## config.mk

```make
export PLATFORM = sky130hd
export DESIGN_NAME = cdb_arbiter
export DESIGN_NICKNAME = d
export VERILOG_FILES = /design/src/hw/rs_pkg.sv /design/src/hw/cdb_arbiter.sv
export SDC_FILE = /design/constraint.sdc
export NUM_CORES = 1
export LEC_CHECK = 0
export BUFFER_PORTS_ARGS = -buffer_cell sky130_fd_sc_hd__buf_2
export CORE_AREA = 5 5 101 122
export DETAILED_ROUTE_END_ITERATION = 16
export DIE_AREA = 0 0 106 127
export MAX_ROUTING_LAYER = met4
export PLACE_DENSITY = 0.72
export SETUP_SLACK_MARGIN = 0.15
export SYNTH_ARGS = -nofsm -noshare
export SYNTH_HDL_FRONTEND = slang
export SYNTH_SLANG_ARGS = --single-unit
export TNS_END_PERCENT = 100
```

## constraint.sdc

```tcl
create_clock -name clock -period 11.6 [get_ports clock]
set_clock_uncertainty 0.15 [all_clocks]
set_input_delay 2.32 -clock clock [delete_from_list [all_inputs] [get_ports clock]]
set_output_delay 2.32 -clock clock [all_outputs]
set_load 0.005 [all_outputs]
```

## src/hw/rs_pkg.sv

```systemverilog
/* shared widths, opcode enum and packed structs for dispatch, operands,
   slots, the result broadcast bus and the full status */
`default_nettype none

package rs_pkg;

    localparam int xlen  = 32;
    localparam int tag_w = 5;

    // tag 0 means no producer, never a destination
    localparam logic [tag_w-1:0] no_tag = '0;

    typedef enum logic [2:0] {
        op_add,
        op_sub,
        op_and,
        op_or,
        op_xor,
        op_mul
    } rs_op_e;

    typedef struct packed {
        logic [tag_w-1:0] tag;
        logic [xlen-1:0]  value;
        logic             ready;
    } operand_t;

    typedef struct packed {
        rs_op_e           op;
        logic [tag_w-1:0] dest_tag;
        operand_t         src_a;
        operand_t         src_b;
    } dispatch_t;

    // same layout as the dispatch packet, kept apart on purpose
    typedef struct packed {
        rs_op_e           op;
        logic [tag_w-1:0] dest_tag;
        operand_t         src_a;
        operand_t         src_b;
    } slot_t;

    typedef struct packed {
        logic             valid;
        logic [tag_w-1:0] tag;
        logic [xlen-1:0]  value;
    } cdb_t;

    typedef struct packed {
        logic alu_full;
        logic mult_full;
    } rs_status_t;

endpackage

`default_nettype wire
```

## src/hw/cdb_arbiter.sv

```systemverilog
/* round-robin arbiter that puts one finished unit per cycle on the
   result broadcast bus */
`default_nettype none
`timescale 1ns/1ps

module cdb_arbiter import rs_pkg::*; #(
    parameter int num_slots = 6
) (
    input  wire logic                                  clock,
    input  wire logic                                  reset,
    input  wire logic                                  squash,
    input  wire logic [num_slots-1:0]                  done,
    input  wire logic [num_slots-1:0][xlen-1:0]        result,
    input  wire logic [num_slots-1:0][tag_w-1:0]       dest_tag,
    output logic      [num_slots-1:0]                  grant,
    output cdb_t                                       cdb
);

    localparam int ptr_w = (num_slots > 1) ? $clog2(num_slots) : 1;

    logic [ptr_w-1:0] last_q;
    logic [ptr_w-1:0] win;
    logic             any_done;

    assign any_done = |done;

    // search starts one past the last winner
    always_comb begin
        int   idx;
        logic found;
        win   = last_q;
        found = 1'b0;
        for (int k = 1; k <= num_slots; k++) begin
            idx = (int'(last_q) + k) % num_slots;
            if (!found && done[idx]) begin
                win   = ptr_w'(idx);
                found = 1'b1;
            end
        end
    end

    always_comb begin
        grant = '0;
        if (any_done && !squash) begin
            grant[win] = 1'b1;
        end
    end

    // nothing squashed goes out
    assign cdb.valid = any_done && !squash;
    assign cdb.tag   = dest_tag[win];
    assign cdb.value = result[win];

    always_ff @(posedge clock) begin
        if (reset || squash) begin
            last_q <= ptr_w'(num_slots - 1);
        end else if (any_done) begin
            last_q <= win;
        end
    end

endmodule

`default_nettype wire

```

Word-level counts from Yosys, hierarchy flattened --
Cells that the tools add are included. W data, S select, Z words.
Cells by class: reductions and logical operators 15, magnitude comparators 8, div/mod/pow operators 6, muxes and demuxes 36, add/sub/neg operators 6
Operators with widths (number):
- $lt A32 B5 Y1 const B | 6
- $mod A32 B4 Y32 const B | 6
- $bmux W32 S3 | 1
- $mux W32 | 1
- $bmux W1 S3 | 6
- $mux W1 | 18
- $mux W3 | 6
- $bmux W5 S3 | 1
- $add A3 B3 Y4 const B | 3
- $add A3 B2 Y4 const B | 2
- $logic_and A1 B1 Y1 | 7
- $logic_not A1 Y1 | 6
- $mux W6 | 1
- $reduce_or A6 Y1 | 1
- $mux W5 | 1
- $add A3 B1 Y4 const B | 1
- $lt A3 B4 Y1 const B | 1
- $demux W1 S3 | 1
- $ge A3 B1 Y1 const B | 1
- $logic_or A1 B1 Y1 | 1
Storage, ports and cells: flip-flop bits (word level) 3, word-level logic and storage cells 72

Depth between registers and ports, before layout --
depth in word-level cells 26, depth in mapped cells 19, mapped depth without buffers 15

Worst setup path before layout --
No wires, ideal clock.
path kind input to output, start input port done[5], end output port cdb[21] in the netlist's numbering, data arrival time 4717 ps, cell stages on the path 11, required time 9130 ps, setup slack 4413 ps, path through mux2i_1 -> mux2i_1 -> mux2_2 -> nor4_4 -> o2111ai_1 -> or2_0 -> mux2_4 -> or2_1 -> buf_6 -> buf_6 -> o221ai_2
RTL lines:
- start: declaration | line cdb_arbiter.sv:12 | input wire logic [num_slots-1:0] done,
- end: declaration | line cdb_arbiter.sv:16 | output cdb_t cdb

==> impl_metrics.env <==
export IMPL_cts_buffer_depth=2
export IMPL_die_y_um=127
export IMPL_fin_hold_ws_ns=1.54
export IMPL_coreArea_sq_um=10900
export IMPL_slew_violations=0
export IMPL_rsz0062_at_grt="false"
export IMPL_yosys_top_cells_area="mux2i_1 26%, o221ai_2 14%, mux2_2 14%"
export IMPL_vias=4048
export IMPL_grt_pass1_vias=4205
export IMPL_utilization_pct=42.8
export IMPL_ctsResizeCount=0
export IMPL_arrival_ns=6.50
export IMPL_insertion_delay_ns=0.23
export IMPL_fin_crit_ns=8.97
export IMPL_ys_types=62
export IMPL_cap_violations=0
export IMPL_dpl_hpwl_um=11700
export IMPL_yosysTopAreaCellShare_pct=25.6
export IMPL_synth_top_area_cell="mux2i_1"
export IMPL_fmax_mhz=112
export IMPL_area_delta_synth_final_pct=45.8
export IMPL_drtPass1Iterations=4
export IMPL_critPathRequiredTime_ns=9.13
export IMPL_path_cells="buf_2 > mux2i_2 > nor2_1 > mux2_2 > nor3_1 > inv_1 > o31ai_1 > a211oi_1 > o21ai_4 > nand2b_2 > o221ai_1 > buf_2"
export IMPL_drt_iter0_markers=242
export IMPL_avgSynthCellArea_sq_um=8.51
export IMPL_vias_per_cell=5.33
export IMPL_drt_antenna_violating_nets=0
export IMPL_clk_pin_slew_ns=0.03
export IMPL_cts_tree="done"
export IMPL_track_usage_pct=20.0
export IMPL_grt_overflow_total=0
export IMPL_crit_buf_inv=3
export IMPL_cts_hold_buf=0
export IMPL_top_register="last_q"
export IMPL_gp_congestion=0.989
export IMPL_yosysMostFrequentCell="mux2i_1"
export IMPL_ys_seq_area_share_pct=1.87
export IMPL_largest_reg_flops=3
export IMPL_maxSlewHeadroom_pct=22.9
export IMPL_numPortBuffers=274
export IMPL_layout_drive_gt1_share_pct=58.6
export IMPL_crit_slowest_cell="o21ai_4"
export IMPL_path_max_fanout=42
export IMPL_instances_no_fill=759
export IMPL_dieArea_sq_um=13500
export IMPL_postCtsSetupBuffers=0
export IMPL_drcViolationCount=0
export IMPL_ioPinCount=275
export IMPL_fillers=1118
export IMPL_critPathKind="primary input to output pin"
export IMPL_initial_core_util_pct=29.4
export IMPL_drt_total_wl_um=14000
export IMPL_synth_edf_count=0
export IMPL_largest_registers="last_q: 3 flops"
export IMPL_status="completed"
export IMPL_hold_viol=0
export IMPL_postSynth_asyncResetShare_pct=0
export IMPL_setup_tns_final_ns=0
export IMPL_numCtsBuffers=3
export IMPL_antenna_found_initial=2
export IMPL_synth_top_flop_cell="dfxtp_1"
export IMPL_place_inst=753
export IMPL_cts_max_level=1
export IMPL_fin_nets=867
export IMPL_ys_warn_count=0
export IMPL_period_share_pct=77.3
export IMPL_syn_inst=377
export IMPL_die_w_um=106
export IMPL_setup_violations_final=0
export IMPL_crit_path_max_incr_delay_ns=0.92
export IMPL_syn_nets=618
export IMPL_cts_sinks=3
export IMPL_synthTopCellsByCount="82 x mux2i_1, 46 x nand3_1, 39 x mux2_2"
export IMPL_syn_area_sq_um=3210
export IMPL_start_kind="primary input"
export IMPL_crit_family="compound AO/OA/AOI/OAI gates"
export IMPL_root_buffer="clkbuf_16"
export IMPL_ys_ff_latch=3
export IMPL_crit_path_end_kind="output pin"
export IMPL_grt_start_max_net_pins=69
export IMPL_hold_path_class="register to register"
export IMPL_crit_top_cell="buf_2"
export IMPL_grt_pass1_wl_um=21500
export IMPL_num_rows=42
export IMPL_routedWlPerCell_um=18.4
export IMPL_worstMarginPinSlew_ns=1.15
worst min-delay path, stage by stage, from the launching register on:
cell and delay [ns]:
dfxtp_1 0.40, inv_1 0.19, ha_1 0.36, mux2_4 0.53, or3_1 0.17
layer usage:
| layer | vias to the layer above | share of wire [%] | GRT usage [%] | routed length (um) |
|---|---|---|---|---|
| li1 | 1996 | - | - | - |
| met1 | 1861 | 39 | 24.2 | 5490 |
| met2 | 171 | 51 | 34.9 | 7160 |
| met3 | 20 | 7.9 | 3.08 | 1110 |
| met4 | 0 | 1.5 | 4.65 | 207 |
| met5 | - | 0 | - | 0 |
stage by stage:
stage / cell area [sq um] / worst slack [ns]
floorplan: 3210 / 4.41
global placement: 4600 / 2.72
detailed placement: 4600 / 2.64
CTS: 4680 / 2.63
global route: 4680 / 2.13
finish: 4680 / 2.63
worst paths after layout:
| check | from | end | slack, ns | cells past startpoint |
|---|---|---|---|---|
| max | done[4] | cdb[36] | 2.63 | 12 |
| min | last_q[1]$_SDFFE_PP0N_ | last_q[2]$_SDFFE_PP1N_ | 1.54 | 4 |
| max reg2reg | last_q[0]$_SDFFE_PP1N_ | last_q[1]$_SDFFE_PP0N_ | 6.76 | 14 |
| min reg2reg | last_q[1]$_SDFFE_PP0N_ | last_q[2]$_SDFFE_PP1N_ | 1.54 | 4 |
final cells by class:
| type | count | area [sq um] | area share (%) |
|---|---|---|---|
| Sequential cell | 3 | 60.1 | 1.28 |
| Clock buffer | 4 | 78.8 | 1.68 |
| Antenna cell | 2 | 5.00 | 0.107 |
| Tap cell | 132 | 165 | 3.53 |
| Multi-Input combinational cell | 328 | 2930 | 62.6 |
| Timing Repair Buffer | 277 | 1390 | 29.8 |
| Inverter | 13 | 48.8 | 1.04 |
cell usage in the layout (no fill, tap or decap), types with 8 or more instances in the layout:
cell type / Yosys / final
ha_1: 10 / 10
a21oi_1: 15 / 15
nor3_1: 10 / 10
buf_2: 13 / 274
mux2i_1: 82 / 82
inv_1: 9 / 9
o221ai_2: 30 / 30
nor2_1: 11 / 11
mux2_2: 39 / 39
nand3_1: 46 / 46
o221ai_1: 8 / 8
nand2_1: 8 / 8
kinds of logic (layout without fill, tap and decap cells):
group / after synthesis / in the layout / share of synthesized area, %
mux: 126 / 126 / 41.2
simple gates: 102 / 102 / 17.5
compound gates: 86 / 86 / 26.7
buf+inv: 46 / 294 / 7.29
fa+ha+maj: 10 / 10 / 3.90
xor+xnor: 4 / 4 / 1.56
flops: 3 / 3 / 1.87
other cells: 0 / 2 / 0
Power is left out: the tool's default activity adds up to more than one toggle a clock period on the data nets, which glitch-free logic cannot reach.
