--- src/hw/rs_pkg.sv ---
/* shared widths, opcode enum and packed structs for dispatch, operands,
   slots, the result broadcast bus and the full status */
`default_nettype none

package rs_pkg;

    localparam int xlen  = 32;
    localparam int tag_w = 5;

    // tag 0 means no producer, never a destination
    localparam logic [tag_w-1:0] no_tag = '0;

    typedef enum logic [2:0] {
        op_add,
        op_sub,
        op_and,
        op_or,
        op_xor,
        op_mul
    } rs_op_e;

    typedef struct packed {
        logic [tag_w-1:0] tag;
        logic [xlen-1:0]  value;
        logic             ready;
    } operand_t;

    typedef struct packed {
        rs_op_e           op;
        logic [tag_w-1:0] dest_tag;
        operand_t         src_a;
        operand_t         src_b;
    } dispatch_t;

    // same layout as the dispatch packet, kept apart on purpose
    typedef struct packed {
        rs_op_e           op;
        logic [tag_w-1:0] dest_tag;
        operand_t         src_a;
        operand_t         src_b;
    } slot_t;

    typedef struct packed {
        logic             valid;
        logic [tag_w-1:0] tag;
        logic [xlen-1:0]  value;
    } cdb_t;

    typedef struct packed {
        logic alu_full;
        logic mult_full;
    } rs_status_t;

endpackage

`default_nettype wire
--- src/hw/exec_alu.sv ---
/* single-cycle integer ALU unit, result held until granted */
`default_nettype none
`timescale 1ns/1ps

module exec_alu import rs_pkg::*; (
    input  wire logic            clock,
    input  wire logic            reset,
    input  wire logic            squash,
    input  wire logic            issue,
    input  wire rs_op_e          op,
    input  wire logic [xlen-1:0] src_a,
    input  wire logic [xlen-1:0] src_b,
    input  wire logic            grant,
    output logic                 done,
    output logic      [xlen-1:0] result
);

    always_ff @(posedge clock) begin
        if (reset || squash) begin
            done <= 1'b0;
        end else if (issue) begin
            done <= 1'b1;
        end else if (grant) begin
            done <= 1'b0;
        end
    end

    always_ff @(posedge clock) begin
        if (issue) begin
            case (op)
                op_add:  result <= src_a + src_b;
                op_sub:  result <= src_a - src_b;
                op_and:  result <= src_a & src_b;
                op_or:   result <= src_a | src_b;
                op_xor:  result <= src_a ^ src_b;
                default: result <= '0;
            endcase
        end
    end

endmodule

`default_nettype wire

--- config.mk ---
export PLATFORM = sky130hd
export DESIGN_NAME = exec_alu
export DESIGN_NICKNAME = d
export VERILOG_FILES = /design/src/hw/rs_pkg.sv /design/src/hw/exec_alu.sv
export SDC_FILE = /design/constraint.sdc
export NUM_CORES = 1
export LEC_CHECK = 0
export BUFFER_PORTS_ARGS = -buffer_cell sky130_fd_sc_hd__clkbuf_2
export CORE_ASPECT_RATIO = 0.8
export CORE_MARGIN = 4
export CORE_UTILIZATION = 55
export DETAILED_ROUTE_END_ITERATION = 8
export MAX_ROUTING_LAYER = met4
export PLACE_DENSITY_LB_ADDON = 0.05
export SLEW_MARGIN = 20
export SYNTH_ARGS = -nofsm -noshare
export SYNTH_HDL_FRONTEND = slang
export SYNTH_SLANG_ARGS = --single-unit
--- constraint.sdc ---
create_clock -name clock -period 4.8 [get_ports clock]
set_input_delay 0.48 -clock clock [delete_from_list [all_inputs] [get_ports clock]]
set_output_delay 0.48 -clock clock [all_outputs]
set_load 0.05 [all_outputs]
# ---- Word-level counts from Yosys, hierarchy flattened
# Index checks and enable logic that the tools add are counted.
dict set report totals {
  mem_bits_rw 0
  memories 0
  romBits 0
  regBits 33
  latchBits 0
}
dict set report op_classes {
  div_mod_pow 0
  shifts 0
  n_bitwise 3
  multipliers 0
  n_reduce_logical 3
  n_eq_ne 4
  order_cmp 0
  n_mux 3
  addsub 2
}
# op count
set op_table {}
lappend op_table {{one-hot mux 32 bit (5 select lines)} 1}
lappend op_table {{adder 32 bit} 1}
lappend op_table {{bitwise AND 32 bit} 1}
lappend op_table {{bitwise OR 32 bit} 1}
lappend op_table {{subtractor 32 bit} 1}
lappend op_table {{bitwise XOR 32 bit} 1}
lappend op_table {{equality test 3 x 2 -> 1 bit (second input constant)} 2}
lappend op_table {{equality test 3 x 1 -> 1 bit (second input constant)} 1}
lappend op_table {{equality test 3 bit (second input constant)} 1}
lappend op_table {{logical NOT 3 bit} 1}
lappend op_table {{2-to-1 mux 1 bit} 2}
lappend op_table {{nonzero test 2 bit} 1}
lappend op_table {{logical OR 1 bit} 1}

# ---- Depth between registers and ports, before layout
# Gate-level depths: netlist of the first run.
dict set report depth {
  ltp_word 2
  mapped_depth 19
  ltp_nobuf 18
}

# ---- Worst setup path before layout of the first run
# No wires, ideal clock.
dict set report synth_timing {
  kind {input-to-reg}
  startpoint {input port op[2]}
  endpoint {register result[30], data pin}
  required_time_ns 4.525
  stages 18
  n_path_buf 3
  setup_slack_ns 0.656
  arrival_time_ns 3.869
  setup_time_ns 0.275
  path_cell_list {clkbuf_1 or2_2 clkbuf_1 nor2_1 clkbuf_1 nor2_1 xnor2_1 ha_1 nor2b_4 o31a_1 o31a_1 o21a_1 o22ai_2 o21ai_2 a41oi_4 o21ai_2 xnor2_1 o221ai_1}
}
dict set report synth_via {
  elab_chain_cells 2
  word_cells_on_any_way 6
}
# item line_no
set synth_rtl {}
lappend synth_rtl {{start: declaration} exec_alu.sv:10} ;# input wire rs_op_e op,
lappend synth_rtl {{equality test 3 bit, or another cell as far along} exec_alu.sv:30} ;# case (op)
lappend synth_rtl {{one-hot mux 32 bit (5 select lines) (*)} exec_alu.sv:30}
lappend synth_rtl {{end signal: assignment} exec_alu.sv:31} ;# op_add: result <= src_a + src_b;
lappend synth_rtl {{end signal: assignment} exec_alu.sv:32} ;# op_sub: result <= src_a - src_b;
lappend synth_rtl {{end signal: assignment} exec_alu.sv:33} ;# op_and: result <= src_a & src_b;
lappend synth_rtl {{end: declaration} exec_alu.sv:15} ;# output logic [xlen-1:0] result
# Mark *: on every way between the ends. The rest lies on a longest branch, timed or not.
# A chain may end at the register's enable or synchronous reset.

# ---- Worst setup path in the final report of the first run
dict set report layout_timing {
  startpoint {input port src_b[14]}
  endpoint {register result[29], data pin}
}
dict set report layout_via {
  elab_chain_cells 2
  word_cells_on_any_way 3
}
# item line_no
set layout_rtl {}
lappend layout_rtl {{start: declaration} exec_alu.sv:12} ;# input wire logic [xlen-1:0] src_b,
lappend layout_rtl {{subtractor 32 bit or adder 32 bit (tied branches)} {exec_alu.sv:32, exec_alu.sv:31}}
lappend layout_rtl {{one-hot mux 32 bit (5 select lines) (*)} exec_alu.sv:30}
# Marks and branches as above.

==> results of run 1 <==
## power by group through the flow
stage	combinational (mW)	sequential (mW)	clock, mW
after floorplan	0.400	0.503	0
after global placement	0.704	0.377	0
after detailed placement	0.712	0.378	0
after CTS	0.718	0.373	0.379
after global routing	0.790	0.376	0.394
final	0.721	0.373	0.372
## metal layers
metal  vias to the layer above  GRT usage  part of all wire
met1                      2252      0.381              0.49
met5                         -          -                 0
li1                       2426          -                 -
met2                       154      0.438              0.44
met3                        13     0.0316             0.053
met4                         0     0.0518            0.0076
## per-stage QoR
stage	hold WS, ns	power, mW	util
after floorplan	0.557	0.903	-
after global placement	0.496	1.08	0.651
after detailed placement	0.508	1.09	0.651
after CTS	0.347	1.47	0.670
after global routing	0.367	1.56	0.670
final	0.351	1.47	0.670
## cell type report
class	count	area [um^2]	area share
repair buffers	114	596	0.102
clock inverters	2	33.8	0.00579
inverters	73	274	0.0470
flip-flops and latches	33	981	0.168
well taps	112	140	0.0240
clock buffers	6	129	0.0221
multi-input cells	497	3680	0.631
## worst paths after layout
path,to,slack [ns],cells past startpoint
worst min-delay path,done$_SDFFE_PP0P_,0.35,2
worst min register to register,done$_SDFFE_PP0P_,0.52,2
worst max-delay path,result[29]$_DFFE_PP_,0.52,19
worst max register to register,done$_SDFFE_PP0P_,4.19,2
## placed cells by master, fill, tap and decap left out, drive strengths merged, types with 12 or more instances in the layout
cell type,instances
a211oi,21
a21o,15
a21oi,57
a31oi,12
clkbuf,110
edfxtp,32
ha,96
inv,73
nand2,33
nand3,13
nor2,66
o21ai,48
xnor2,44
xor2,12
## worst max-delay path, stage by stage
cell      delay, ns
clkbuf_2       0.10
nor4_1         0.40
nand2_1        0.13
nor2_1         0.21
nand2_1        0.14
nor3_1         0.32
nor2_1         0.09
xnor2_1        0.14
ha_1           0.35
a21oi_1        0.26
o211ai_1       0.13
a221oi_1       0.39
nor2_1         0.09
a211oi_2       0.23
a21oi_1        0.12
a31oi_1        0.31
a21oi_1        0.13
xnor2_1        0.14
o221ai_1       0.12
## registers in the layout, indices dropped and copies added (netlist names)
name,flops
done,1
result,32
## cell families (layout without fill, tap and decap cells)
family / count (synthesis) / after routing
compound gates: 194 / 194
xor+xnor: 56 / 56
fa+ha+maj: 97 / 97
buf+inv: 101 / 195
flops: 33 / 33
mux: 1 / 1
simple gates: 149 / 149
==> results_dict.tcl, run 1 <==
set metrics [dict create \
    synth-warning-count 0 \
    diodes 0 \
    grt_pass1_wl_um 23400 \
    syn_inst 631 \
    rows 30 \
    viasPerCell 5.79 \
    cp-end-kind "register" \
    die_y_um 93.7 \
    yosysTopAreaCell "ha_1" \
    antenna_found_initial 0 \
    cp.arrival_ns 4.28 \
    synth_simple_gate_area_frac 0.137 \
    cap_violations 0 \
    post_cts_resized 0 \
    worst_hold_startpoint "reset" \
    synth_top_family_by_area "compound AO/OA/AOI/OAI gates" \
    syn2layout_area_growth_pct 15.6 \
    routed_wl_um 14200 \
    ys.flop_type "edfxtp_1" \
    pwr-share-comb 0.492 \
    clkPwrFrac 0.254 \
    cts_sinks 33 \
    grt_max_degree 46 \
    track_usage 0.275 \
    place_ws_ns 0.261 \
    grt_overflow_total 0 \
    path_clk_slew_ns 0.06 \
    fin_tns_setup_ns 0 \
    async_flop_share 0 \
    place_hpwl_um 10900 \
    dr.pass1.iters 5 \
    intPower_mw 0.858 \
    post_cts_buffers 0 \
    initial_core_util 0.580 \
    grt_pass1_vias 4815 \
    post-route-period-util 0.892 \
    nNetsFinal 893 \
    antenna_left 0 \
    ios 105 \
    critPathMaxFanout 6 \
    synth_xor_area_frac 0.0972 \
    power_switching_mw 0.607 \
    num_vias 4845 \
    fillCellCount 739 \
    synthTopCellsByCount "ha_1, inv_1, nor2_1" \
    setup_viol 0 \
    synth-seq-cells 33 \
    status "completed" \
    synthAdderAreaFrac 0.242 \
    setup_ws_ns 0.519 \
    dieArea_um2 10800 \
    rsz0062_at_grt "false" \
    cts_tree "yes" \
    path_class "input port to register" \
    holdCritPathClass "input port to register" \
    netlist_area_um2 5050 \
    port_buffers 104 \
    finalHoldViolations 0 \
    drc_errors 0 \
    cts_buffers 5 \
    synth_edf_count 32 \
    ys_top_cells_by_area "ha_1, edfxtp_1, xnor2_1" \
    p_leak_nw 2.81 \
    clockBufferDepth 2 \
    drtIter0Drc 331 \
    post-place-cells 829 \
    synth_compound_area_frac 0.251 \
    finalCriticalPeriod_ns 4.28 \
    coreArea_um2 8710 \
    post_dp_cell_area_um2 5670 \
    die_w_um 115 \
    postSynthAreaPerCell_um2 8.00 \
    drive_gt1_frac 0.192 \
    max_freq_mhz 234 \
    synthDistinctLibCells 55 \
    crit_start "src_b[14]" \
    place.gp.congestion 0.957 \
    root_buffer "clkbuf_16" \
    worst_slew_pin_slew_ns 0.967 \
    final.setup_skew_ns 0 \
    synth_most_common_cell "ha_1" \
    max-slew-margin-rel 0.356 \
    wl_per_cell_um 17.0 \
    yosysSeqAreaShare 0.194 \
    postCtsHoldBufs 0 \
    powerDensity_nw_per_um2 251 \
    cp-start-kind "input port" \
    cts-htree-levels 2 \
    switching_share 0.414 \
    clkLatencyLatePin_ns 0.28 \
    seq_power_share 0.254 \
    final_cell_area_um2 5830 \
    synthMuxAreaShare 0.00198 \
    syn_nets 800 \
    worstPathRequired_ns 4.80 \
    netlist.area_leader.share 0.238 \
    maxSlewViolCount 0 \
    r2r-start "done$_SDFFE_PP0P_" \
    fin_cells 837 \
    ir_worst_vdd_v 0.000137 \
]
Power figures use the tool's default switching activity.
==> inputs of run 2 (changes only) <==
- ABC_AREA: unset -> 1
==> run 2 against run 1 <==
Effect of this change: area after synthesis up 20%; die area up 19%; worst hold slack better by 0.0016 ns; cell area up 18%; clock skew unchanged; count of clock-buffer cells in the layout down 1.
==> results_dict.tcl, run 2 <==
set metrics [dict create \
    cts_sinks 33 \
    synth-seq-cells 33 \
    holdPathStages 2 \
    syn_nets 1156 \
    holdCritPathClass "input port to register" \
    netlist.area_leader.share 0.198 \
    final_common_cell "nand2_1" \
    path_class "input port to register" \
    nNetsFinal 1255 \
    clkLatencyLatePin_ns 0.28 \
    ir_worst_vdd_v 0.000162 \
    cts-htree-levels 2 \
    grt_overflow_total 0 \
    r2r_cells 2 \
    cap_violations 0 \
    syn_inst 987 \
    yosysSeqAreaShare 0.161 \
    die_w_um 126 \
    ys.flop_type "edfxtp_1" \
    max-slew-margin-rel 0.350 \
    cp-start-kind "input port" \
    dieArea_um2 12800 \
    ys_top_cells_by_area "ha_1, nand2_1, edfxtp_1" \
    die_y_um 102 \
    ios 105 \
    initial_core_util 0.561 \
    dr.pass1.iters 5 \
    async_flop_share 0 \
    fin_tns_setup_ns 0 \
    drc_errors 0 \
    post_dp_cell_area_um2 6740 \
    post_cts_buffers 0 \
    grt_pass1_wl_um 31700 \
    synthTopCellsByCount "nand2_1, inv_1, nor2_1" \
    powerDensity_nw_per_um2 215 \
    met1Wirelength_um 9540 \
    status "completed" \
    fillCellCount 1111 \
    antenna_left 0 \
    worst_hold_startpoint "reset" \
    root_buffer "clkbuf_16" \
    met3WireLength_um 2250 \
    hold_slack_ns 0.352 \
    synth-warning-count 0 \
    place_hpwl_um 16500 \
    fin_cells 1231 \
    finalCriticalPeriod_ns 3.33 \
    coreArea_um2 10800 \
    place_ws_ns 1.22 \
    rsz0062_at_grt "false" \
    critPathMaxFanout 5 \
    reg_top3 "result: 32 flops, done: 1 flops" \
    post-route-period-util 0.694 \
    postSynthAreaPerCell_um2 6.16 \
    maxSlewViolCount 0 \
    cp-end-kind "register" \
    antenna_found_initial 0 \
    multi_input_area_um2 4360 \
    rows 34 \
    fin_util 0.634 \
    yosysTopAreaCell "ha_1" \
    place.gp.congestion 1.06 \
    finalHoldViolations 0 \
    crit_start "src_b[1]" \
    top_layer "met4" \
    grt_pass1_vias 6033 \
    final.setup_skew_ns 0 \
    post_cts_resized 0 \
    path_clk_slew_ns 0.06 \
    final_cell_area_um2 6880 \
    viasPerCell 5.40 \
    port_buffers 104 \
    cts_buffers 5 \
    area.sequential_um2 981 \
    p_leak_nw 3.97 \
    netlist_area_um2 6080 \
    postCtsHoldBufs 0 \
    grt_max_degree 34 \
    wl_per_cell_um 16.3 \
    largest_reg_flops 32 \
    drive_gt1_frac 0.134 \
    post-place-cells 1223 \
    max_freq_mhz 300 \
    cts_tree "yes" \
    worstPathRequired_ns 4.83 \
    synth_most_common_cell "nand2_1" \
    routed_wl_um 20100 \
    syn2layout_area_growth_pct 13.2 \
    diodes 0 \
    final_cell_mix "nand2_1, inv_1, nor2_1" \
    num_vias 6649 \
    synthDistinctLibCells 35 \
    track_usage 0.325 \
    drtIter0Drc 640 \
    setup_viol 0 \
    r2r-start "done$_SDFFE_PP0P_" \
    largest_register "result" \
    worst_slew_pin_slew_ns 0.974 \
    cp.arrival_ns 3.36 \
    dr_wl_met2_um 7970 \
    power_mw 1.48 \
    synth_edf_count 32 \
    clockBufferDepth 2 \
    setup_ws_ns 1.47 \
]
[run 2: where the power goes]
| group | switching (mW) | leakage, nW | internal [mW] | total, mW |
|---|---|---|---|---|
| registers | 0.00953 | 0.317 | 0.358 | 0.367 |
| logic | 0.550 | 3.58 | 0.229 | 0.779 |
| clock network | 0.145 | 0.0696 | 0.191 | 0.336 |
| total | 0.704 | 3.97 | 0.777 | 1.48 |
[run 2: area by class of cell]
type | count | area share
Inverter | 179 | 0.0976
Tap cell | 144 | 0.0262
Clock inverter | 3 | 0.00255
Clock buffer | 5 | 0.0182
Timing Repair Buffer | 108 | 0.0800
Sequential cell | 33 | 0.143
Multi-Input combinational cell | 759 | 0.633
[run 2: kinds of logic (layout without fill, tap and decap cells)]
group,after synthesis,after routing,share of synthesized area
adder cells (fa/ha/maj),97,97,0.201
buffers and inverters,195,295,0.123
AO/OA/AOI/OAI,99,99,0.101
XOR/XNOR,27,27,0.0401
flip-flops,33,33,0.161
AND/OR/NAND/NOR,536,536,0.373
[run 2: critical path: stages]
cell	delay, ns
clkbuf_2	0.09
inv_1	0.12
ha_1	0.16
inv_1	0.05
nor3_2	0.18
nand3_2	0.15
nor2_4	0.15
nand2_2	0.10
nand2_1	0.15
o21ai_1	0.11
xor2_1	0.17
ha_1	0.37
nand2_1	0.07
inv_1	0.09
nand2_1	0.12
nor3_1	0.26
nand4_1	0.21
nand3_1	0.13
nand2_1	0.06
nand3_1	0.06
nand2_1	0.06
[run 2: routing by layer]
layer	global-route usage	vias up
met5	-	-
met4	0.0692	0
met3	0.0758	27
met2	0.454	290
met1	0.474	2987
li1	-	3345
[run 2: final timing paths]
| kind | end | slack (ns) |
|---|---|---|
| worst min register to register | done$_SDFFE_PP0P_ | 0.54 |
| worst max-delay path | result[18]$_DFFE_PP_ | 1.47 |
| worst min-delay path | done$_SDFFE_PP0P_ | 0.35 |
| worst max register to register | done$_SDFFE_PP0P_ | 4.16 |
