## src/hw/rs_pkg.sv

```systemverilog
/* shared widths, opcode enum and packed structs for dispatch, operands,
   slots, the result broadcast bus and the full status */
`default_nettype none

package rs_pkg;

    localparam int xlen  = 32;
    localparam int tag_w = 5;

    // tag 0 means no producer, never a destination
    localparam logic [tag_w-1:0] no_tag = '0;

    typedef enum logic [2:0] {
        op_add,
        op_sub,
        op_and,
        op_or,
        op_xor,
        op_mul
    } rs_op_e;

    typedef struct packed {
        logic [tag_w-1:0] tag;
        logic [xlen-1:0]  value;
        logic             ready;
    } operand_t;

    typedef struct packed {
        rs_op_e           op;
        logic [tag_w-1:0] dest_tag;
        operand_t         src_a;
        operand_t         src_b;
    } dispatch_t;

    // same layout as the dispatch packet, kept apart on purpose
    typedef struct packed {
        rs_op_e           op;
        logic [tag_w-1:0] dest_tag;
        operand_t         src_a;
        operand_t         src_b;
    } slot_t;

    typedef struct packed {
        logic             valid;
        logic [tag_w-1:0] tag;
        logic [xlen-1:0]  value;
    } cdb_t;

    typedef struct packed {
        logic alu_full;
        logic mult_full;
    } rs_status_t;

endpackage

`default_nettype wire
```

## src/hw/exec_mult.sv

```systemverilog
/* two-stage multiplier unit, low word of the product held until granted */
`default_nettype none
`timescale 1ns/1ps

module exec_mult import rs_pkg::*; (
    input  wire logic            clock,
    input  wire logic            reset,
    input  wire logic            squash,
    input  wire logic            issue,
    input  wire logic [xlen-1:0] src_a,
    input  wire logic [xlen-1:0] src_b,
    input  wire logic            grant,
    output logic                 done,
    output logic      [xlen-1:0] result
);

    // stage one, operands
    logic            s1_valid;
    logic [xlen-1:0] s1_a;
    logic [xlen-1:0] s1_b;

    always_ff @(posedge clock) begin
        if (reset || squash) begin
            s1_valid <= 1'b0;
            done     <= 1'b0;
        end else begin
            s1_valid <= issue;
            if (s1_valid) begin
                done <= 1'b1;
            end else if (grant) begin
                done <= 1'b0;
            end
        end
    end

    always_ff @(posedge clock) begin
        if (issue) begin
            s1_a <= src_a;
            s1_b <= src_b;
        end
    end

    // stage two, product
    always_ff @(posedge clock) begin
        if (s1_valid) begin
            result <= s1_a * s1_b;
        end
    end

endmodule

`default_nettype wire

```

## config.mk

```make
export PLATFORM = sky130hd
export DESIGN_NAME = exec_mult
export DESIGN_NICKNAME = d
export VERILOG_FILES = /design/src/hw/rs_pkg.sv /design/src/hw/exec_mult.sv
export SDC_FILE = /design/constraint.sdc
export NUM_CORES = 1
export LEC_CHECK = 0
export BUFFER_PORTS_ARGS = -buffer_cell sky130_fd_sc_hd__buf_2
export CAP_MARGIN = 40
export CORE_ASPECT_RATIO = 1.25
export CORE_MARGIN = 1
export CORE_UTILIZATION = 33
export DETAILED_ROUTE_END_ITERATION = 10
export PLACE_DENSITY_LB_ADDON = 0.3
export SLEW_MARGIN = 20
export SYNTH_ARGS = -nofsm -noshare
export SYNTH_HDL_FRONTEND = slang
export SYNTH_SLANG_ARGS = --single-unit
export TNS_END_PERCENT = 1
```

## constraint.sdc

```tcl
create_clock -name clock -period 6.4 [get_ports clock]
set_input_delay 0.64 -clock clock [delete_from_list [all_inputs] [get_ports clock]]
set_output_delay 0.64 -clock clock [all_outputs]
set_load 0.1 [all_outputs]
```

# == After elaboration in Yosys (flattened, before gate mapping) ==
# Index checks and enable logic that the tools add are counted.
# op_classes
multipliers,1
n_mux,2
reduce_logical,2
# ops
op,count
multiplier 32 x 32 -> 32 bit,1
two-way mux 1 bit,2
nonzero test 2 bit,1
logical OR 1 bit,1
# word_totals
register_bits,98
wordCells,10

# == Depth between registers and ports, before layout ==
# Gate-level depths: netlist (run 1).
# logic_depth
depth_word,2
mapped_depth,27

# == Worst setup path before layout (run 1) ==
# Ideal clock, no wire load.
# synth_path
kind,flip-flop to flip-flop
from,reg s1_b[2]
to,reg result[29] (data pin)
setup_time_ns,0.135
t_arrival_ns,6.659
required_ns,6.265
slack_ns,-0.394
stages_incl_launch_ff,24
path_buffers,2
cell_sequence,edfxtp_1 clkbuf_1 clkbuf_1 and2_1 fa_1 inv_1 fa_1 fa_1 fa_1 inv_1 fa_1 inv_1 fa_1 inv_1 fa_1 fa_1 ha_1 a21o_1 a21oi_1 o211ai_2 a221oi_2 o21bai_2 a2111o_1 nand3_1
# synth_between
elab_chain_cells,1
# synth_lines
item,line_no,rtl
"start, declared",exec_mult.sv:20,logic [xlen-1:0] s1_b;
"start signal, assigned",exec_mult.sv:39,s1_b <= src_b;
multiplier 32 x 32 -> 32 bit,exec_mult.sv:46,result <= s1_a * s1_b;
"end signal, assigned",exec_mult.sv:46,
"end, declared",exec_mult.sv:14,output logic [xlen-1:0] result
# Every way passes these cells.
# A chain may end at the register's enable or synchronous reset.

# == Worst setup path in the final report (run 1) ==
# layout_path
from,reg s1_b[6]
to,reg result[29] (data pin)
# The elaborated chain is that of the path after synthesis.

==> results of run 1 <==
## placed cells by master (no fill, tap or decap), types with 2 or more instances in the layout
cell	n
buf_16	2
nand2_1	171
xnor2_1	66
nand3_1	8
and2_4	17
ha_1	110
nor2_1	7
and4_1	2
o211ai_1	3
buf_12	17
a2111oi_2	2
nor3_1	6
o21ai_1	4
clkbuf_16	9
a221oi_2	2
buf_6	10
buf_4	182
a21o_1	7
nand2_2	2
buf_2	101
ha_4	12
and2_1	352
a21oi_1	22
fa_1	389
nor2b_1	4
nand2b_1	5
fa_2	19
a21oi_2	8
o21ai_0	10
inv_6	2
xor2_1	19
inv_1	359
o21bai_1	2
edfxtp_1	96
## worst paths after layout
path / endpoint / slack, ps / cells past startpoint
max: result[29] / -280 / 21
min: s1_valid / 390 / 2
max reg2reg: result[29] / -280 / 21
min reg2reg: done / 530 / 2
## through the flow
stage	cells	setup TNS (ps)	utilization, %	hold slack (ps)	worst slack, ps
after detailed placement	2773	-2760	38.7	516	-349
after global placement	2772	-2210	38.6	498	-289
after CTS	2802	-1810	39.8	355	-300
final	2804	-1650	39.9	387	-276
after floorplan	1816	-46.0	-	592	-24.4
after global routing	2804	-4360	39.9	371	-493
## repair_timing
item	CTS	global route
pin swaps	35	10
gates cloned	1	0
setup buffers	12	1
endpoints found under the setup margin	12	17
gates resized for setup	38	15
## state kept, by name, indices dropped and copies added (netlist names)
register / cells
done: 1
result: 32
s1_a: 32
s1_b: 32
s1_valid: 1
## per-layer routing
metal  wire [µm]  share of wire (%)
met2       28000                 56
met3        1290                2.6
met5           0                  0
met4        1690                3.4
met1       19100                 38
## layout make-up
type / instances / area [µm²] / share of cell area [%]
Sequential cell: 98 / 2920 / 13.1
Multi-Input combinational cell: 1276 / 14500 / 64.7
Timing Repair Buffer: 312 / 2380 / 10.6
Clock buffer: 10 / 229 / 1.02
Tap cell: 742 / 928 / 4.15
Clock inverter: 6 / 83.8 / 0.374
Inverter: 360 / 1350 / 6.03
## logic make-up (layout without fill, tap and decap cells)
logic type | count (synthesis) | after routing
compound gates | 78 | 78
mux | 1 | 1
simple gates | 581 | 581
fa+ha+maj | 531 | 531
flops | 98 | 98
buf+inv | 442 | 688
xor+xnor | 85 | 85
==> flow_results.xml, run 1 <==
<?xml version="1.0" encoding="UTF-8"?>
<metrics>
  <group name="global_routing">
    <metric name="global_route.usage.met3" unit="%">2.15</metric>
    <metric name="globalRouteTotalUtil" unit="%">18.4</metric>
    <metric name="busiest_layer" unit="">met2</metric>
    <metric name="grt.met2_usage" unit="%">35.9</metric>
    <metric name="global_route.overflow_total" unit="">0</metric>
    <metric name="initial_antenna_violation_count" unit="">0</metric>
    <metric name="met1_usage" unit="%">20.1</metric>
    <metric name="grt_pass1_wl" unit="µm">79600</metric>
    <metric name="grt_pass1_vias" unit="">14500</metric>
    <metric name="maximum_number_of_pins_on_one_net_before_global_route_repair" unit="">44</metric>
  </group>
  <group name="clock_tree">
    <metric name="h-tree-depth" unit="">3</metric>
    <metric name="cts_root_buf" unit="">clkbuf_16</metric>
    <metric name="clock-sinks" unit="">98</metric>
    <metric name="holdBufCountCts" unit="">0</metric>
    <metric name="clock_tree_from_tritoncts" unit="">yes</metric>
    <metric name="clkTransAtPathRegs" unit="ps">90</metric>
    <metric name="clock_latency" unit="ps">410</metric>
    <metric name="cts.path.max_buffers" unit="">2</metric>
    <metric name="cts_inserted_buffers" unit="">9</metric>
  </group>
  <group name="critical_path">
    <metric name="critPathCaptureType" unit="">flop</metric>
    <metric name="path_class" unit="">reg -&gt; reg</metric>
    <metric name="cp.buffers_inverters" unit="">4</metric>
    <metric name="r2r_start" unit="">s1_b[6]</metric>
    <metric name="worst_path_dominant_cell_family" unit="">adder cells</metric>
    <metric name="critical_path.cell_chain" unit="">and2_1 &gt; fa_1 &gt; fa_2 &gt; fa_1 &gt; inv_1 &gt; fa_1 &gt; inv_1 &gt; fa_1 &gt; inv_1 &gt; fa_1 &gt; inv_2 &gt; fa_2 &gt; fa_2 &gt; ha_4 &gt; a21o_1 &gt; a21oi_2 &gt; o211ai_2 &gt; a221oi_2 &gt; o21bai_2 &gt; a2111o_1 &gt; nand3_1</metric>
    <metric name="cp.required" unit="ps">6680</metric>
    <metric name="crit_start" unit="">s1_b[6]</metric>
    <metric name="worstPathArrival" unit="ps">6950</metric>
    <metric name="cp_max_fo" unit="">11</metric>
    <metric name="critPathLaunchType" unit="">flop</metric>
    <metric name="critical_path_max_stage_delay" unit="ps">560</metric>
    <metric name="worst_path_most_repeated_cell" unit="">fa_1</metric>
    <metric name="timing.critical_path.slowest_stage_cell" unit="">edfxtp_1</metric>
  </group>
  <group name="route">
    <metric name="detail_route.wl_per_cell" unit="µm">17.9</metric>
    <metric name="dr.first_iter.drc_count" unit="">517</metric>
    <metric name="drtPass1Iterations" unit="">9</metric>
    <metric name="drt_drc_violations_left" unit="">0</metric>
    <metric name="drt-total-wl" unit="µm">50100</metric>
    <metric name="num_vias" unit="">12800</metric>
    <metric name="routed_via_density" unit="">4.56</metric>
    <metric name="antenna_left" unit="">0</metric>
  </group>
  <group name="floorplan">
    <metric name="design.die.area" unit="µm²">57700</metric>
    <metric name="io_pins" unit="">102</metric>
    <metric name="core-area" unit="µm²">56100</metric>
    <metric name="floorplan.rows" unit="">97</metric>
    <metric name="initial_core_util" unit="%">33.4</metric>
    <metric name="dieHeight" unit="µm">268</metric>
    <metric name="fp.dieW" unit="µm">215</metric>
  </group>
  <group name="timing">
    <metric name="report.final.hold_viol_count" unit="">0</metric>
    <metric name="period_share" unit="%">104</metric>
    <metric name="slew-limit-headroom" unit="%">52.9</metric>
    <metric name="clock.fmax" unit="MHz">150</metric>
    <metric name="drv_slew" unit="">0</metric>
    <metric name="worst_slew_pin_slew" unit="ps">707</metric>
    <metric name="final_setup_viols" unit="">10</metric>
    <metric name="final_period_minus_worst_setup_slack" unit="ps">6680</metric>
    <metric name="fin_ws" unit="ps">-276</metric>
    <metric name="fin_skew" unit="ps">20.9</metric>
    <metric name="rsz0062_at_grt" unit="">true</metric>
  </group>
  <group name="run_status">
    <metric name="outcome" unit="">finished, violations left</metric>
    <metric name="failing_checks" unit="">setup timing</metric>
  </group>
  <group name="finish">
    <metric name="final_area" unit="µm²">22400</metric>
    <metric name="ratio_of_cells_with_drive_above_1_in_the_final_layout" unit="%">19.6</metric>
    <metric name="nFillCells" unit="">5524</metric>
    <metric name="finalNetCount" unit="">2657</metric>
    <metric name="flow.area_growth_from_synthesis" unit="%">19.5</metric>
    <metric name="insertedDiodeCount" unit="">0</metric>
  </group>
  <group name="synth">
    <metric name="synth_common_cells" unit="">fa_1 (408), and2_1 (369), inv_1 (360), nand2_1 (173), ha_1 (123)</metric>
    <metric name="cell_taking_the_most_area_after_synthesis" unit="">fa_1</metric>
    <metric name="synth_seq_area_share" unit="%">15.6</metric>
    <metric name="synth_cell_type_count" unit="">48</metric>
    <metric name="synth.cell_area" unit="µm²">18700</metric>
    <metric name="compound_cell_area_share_of_the_yosys_netlist" unit="%">2.73</metric>
    <metric name="synth.net_count" unit="">2416</metric>
    <metric name="yosys-mux-area-fraction" unit="%">0.0534</metric>
    <metric name="most_common_cell_in_the_netlist" unit="">fa_1</metric>
    <metric name="ys_ff_latch" unit="">98</metric>
    <metric name="synth_simple_gate_area_share" unit="%">16.9</metric>
    <metric name="netlist.area_leader.share" unit="%">43.6</metric>
    <metric name="synth.avg_cell_area" unit="µm²">10.3</metric>
    <metric name="synth_adder_area_share" unit="%">51.8</metric>
    <metric name="postSynthCellCount" unit="">1816</metric>
    <metric name="synth_top_flop_cell" unit="">edfxtp_1</metric>
    <metric name="synth_edf_count" unit="">96</metric>
    <metric name="synthXorXnorAreaFrac" unit="%">3.97</metric>
    <metric name="netlist_top_cells_area" unit="">fa_1 (44%), edfxtp_1 (15%), and2_1 (12%), ha_1 (8.2%), inv_1 (7.2%)</metric>
    <metric name="async_flop_share" unit="%">0</metric>
    <metric name="synth_top_family_by_area" unit="">adder cells</metric>
    <metric name="ys_warn_count" unit="">0</metric>
  </group>
  <group name="run">
    <metric name="cap_violations" unit="">0</metric>
  </group>
  <group name="place">
    <metric name="portBuffers" unit="">101</metric>
    <metric name="place_congestion" unit="">0.898</metric>
    <metric name="hpwlAfterDp" unit="µm">42900</metric>
    <metric name="place_area" unit="µm²">21700</metric>
  </group>
  <group name="hold_path">
    <metric name="hold_start" unit="">squash</metric>
    <metric name="timing.hold.worst.class" unit="">in -&gt; reg</metric>
  </group>
</metrics>
Power of run 1 is left out: the tool's default activity adds up to more than one toggle a clock period on the data nets, which glitch-free logic cannot reach.
==> inputs of run 2 (changes only) <==
Settings changed: CORE_ASPECT_RATIO 1.25 to 0.9.
==> flow_results.xml, run 2 (synthesized netlist as in run 1, its figures left out) <==
<?xml version="1.0" encoding="UTF-8"?>
<metrics>
  <group name="critical_path">
    <metric name="cp.required" unit="ps">6540</metric>
    <metric name="critPathCaptureType" unit="">flop</metric>
    <metric name="critPathLaunchType" unit="">flop</metric>
    <metric name="path_class" unit="">reg -&gt; reg</metric>
    <metric name="setup.reg_to_reg.worst_slack" unit="ps">-370</metric>
    <metric name="cp_max_fo" unit="">6</metric>
    <metric name="worst_r2r_path_depth" unit="">20</metric>
    <metric name="worstPathArrival" unit="ps">6900</metric>
  </group>
  <group name="timing">
    <metric name="clock.fmax" unit="MHz">148</metric>
    <metric name="worst_slew_pin_slew" unit="ps">493</metric>
    <metric name="fin_ws" unit="ps">-368</metric>
    <metric name="rsz0062_at_grt" unit="">true</metric>
    <metric name="report.final.hold_viol_count" unit="">0</metric>
    <metric name="period_share" unit="%">106</metric>
    <metric name="slew-limit-headroom" unit="%">66.8</metric>
    <metric name="drv_slew" unit="">0</metric>
    <metric name="final_period_minus_worst_setup_slack" unit="ps">6770</metric>
    <metric name="final_setup_viols" unit="">13</metric>
    <metric name="fin_skew" unit="ps">13.6</metric>
  </group>
  <group name="clock_tree">
    <metric name="clock_latency" unit="ps">400</metric>
    <metric name="clock-sinks" unit="">98</metric>
    <metric name="cts_inserted_buffers" unit="">9</metric>
    <metric name="h-tree-depth" unit="">3</metric>
    <metric name="holdBufCountCts" unit="">0</metric>
    <metric name="cts_root_buf" unit="">clkbuf_16</metric>
    <metric name="clkTransAtPathRegs" unit="ps">90</metric>
    <metric name="clock_tree_from_tritoncts" unit="">yes</metric>
    <metric name="cts.path.max_buffers" unit="">2</metric>
  </group>
  <group name="global_routing">
    <metric name="grt.met2_usage" unit="%">28.0</metric>
    <metric name="globalRouteTotalUtil" unit="%">18.1</metric>
    <metric name="grt_pass1_vias" unit="">14000</metric>
    <metric name="maximum_number_of_pins_on_one_net_before_global_route_repair" unit="">66</metric>
    <metric name="initial_antenna_violation_count" unit="">0</metric>
    <metric name="met1_usage" unit="%">25.8</metric>
    <metric name="global_route.usage.met3" unit="%">2.82</metric>
    <metric name="busiest_layer" unit="">met2</metric>
    <metric name="grt_pass1_wl" unit="µm">78900</metric>
    <metric name="global_route.overflow_total" unit="">0</metric>
  </group>
  <group name="place">
    <metric name="hpwlAfterDp" unit="µm">41500</metric>
    <metric name="place_congestion" unit="">0.859</metric>
    <metric name="portBuffers" unit="">101</metric>
  </group>
  <group name="finish">
    <metric name="largest_registers" unit="">result x32, s1_a x32, s1_b x32</metric>
    <metric name="layout.cells.most_common" unit="">fa_1</metric>
    <metric name="flow.area_growth_from_synthesis" unit="%">20.4</metric>
    <metric name="nFillCells" unit="">5526</metric>
    <metric name="mostFrequentLayoutCells" unit="">fa_1 (390), inv_1 (357), and2_1 (350), buf_4 (185), nand2_1 (171)</metric>
    <metric name="post-route-util" unit="%">40.3</metric>
    <metric name="ratio_of_cells_with_drive_above_1_in_the_final_layout" unit="%">20.2</metric>
    <metric name="finalNetCount" unit="">2661</metric>
    <metric name="insertedDiodeCount" unit="">0</metric>
  </group>
  <group name="route">
    <metric name="drtPass1Iterations" unit="">5</metric>
    <metric name="detail_route.wl_per_cell" unit="µm">17.6</metric>
    <metric name="antenna_left" unit="">0</metric>
    <metric name="dr.first_iter.drc_count" unit="">709</metric>
    <metric name="drt_drc_violations_left" unit="">0</metric>
    <metric name="num_vias" unit="">12800</metric>
    <metric name="drt-total-wl" unit="µm">49600</metric>
    <metric name="routed_via_density" unit="">4.55</metric>
  </group>
  <group name="floorplan">
    <metric name="initial_core_util" unit="%">33.5</metric>
    <metric name="fp.dieW" unit="µm">253</metric>
    <metric name="design.die.area" unit="µm²">57700</metric>
    <metric name="floorplan.rows" unit="">82</metric>
    <metric name="core-area" unit="µm²">55900</metric>
    <metric name="dieHeight" unit="µm">228</metric>
    <metric name="io_pins" unit="">102</metric>
  </group>
  <group name="run_status">
    <metric name="failing_checks" unit="">setup timing</metric>
    <metric name="outcome" unit="">finished, violations left</metric>
  </group>
  <group name="run">
    <metric name="cap_violations" unit="">0</metric>
  </group>
  <group name="hold_path">
    <metric name="timing.hold.worst.class" unit="">in -&gt; reg</metric>
    <metric name="min_delay_path_depth" unit="">1</metric>
  </group>
</metrics>
-- run 2: cell types whose count changed in the layout (fill, tap and decap cells not counted), moves of 3 or more --
cell	previous run	this run
a21oi_1	22	19
buf_6	10	7
a21oi_2	8	11
buf_4	182	185
buf_12	17	22
-- run 2: final timing paths --
kind	start	to
min	src_a[29]	s1_a[29]
max	s1_a[15]	result[28]
min reg2reg	done	done
max reg2reg	s1_a[15]	result[28]
-- run 2: layout make-up --
cell class / instances / area (µm²) / area share, %
clock buffers: 11 / 243 / 1.08
clock inverters: 5 / 85.1 / 0.377
inverters: 360 / 1350 / 5.99
multi-input cells: 1276 / 14600 / 64.6
flip-flops and latches: 98 / 2920 / 13.0
well taps: 756 / 946 / 4.19
repair buffers: 316 / 2430 / 10.8
-- run 2: metrics by stage --
stage	hold WS, ps	worst slack (ps)	TNS, ps	area (µm²)	std cells
2_1_floorplan	592	-24.4	-46.0	19000	1816
3_3_place_gp	503	-387	-3450	21700	2785
3_5_place_dp	509	-490	-4380	21700	2786
4_1_cts	389	-381	-2610	22400	2821
5_1_grt	405	-594	-5610	22500	2822
6_report	413	-368	-2510	22500	2822
-- run 2: repair_timing --
action	in CTS	in global routing
setup endpoints to repair	13	17
pin swaps	39	4
buffers inserted	19	0
gates resized for setup	49	17
-- run 2: per-layer routing --
metal	wire, µm	share of wire, %
met4	1200	2.4
met2	22500	45
met1	23400	47
met5	0	0
met3	2460	5.0
-- run 2: worst max-delay path, stage by stage (launching register included) --
cell       delay, ps
edfxtp_1         500
buf_4            190
and2_1           170
fa_1             530
fa_2             470
fa_1             530
inv_1             60
fa_1             570
inv_1             70
fa_1             500
fa_2             450
fa_2             550
fa_2             450
ha_4             300
and2_4           160
nand2_2           70
nor4_4           210
a22oi_2          110
a21oi_2          270
mux2i_1          220
o2111ai_1        110
Power of run 2 is left out for the same reason.
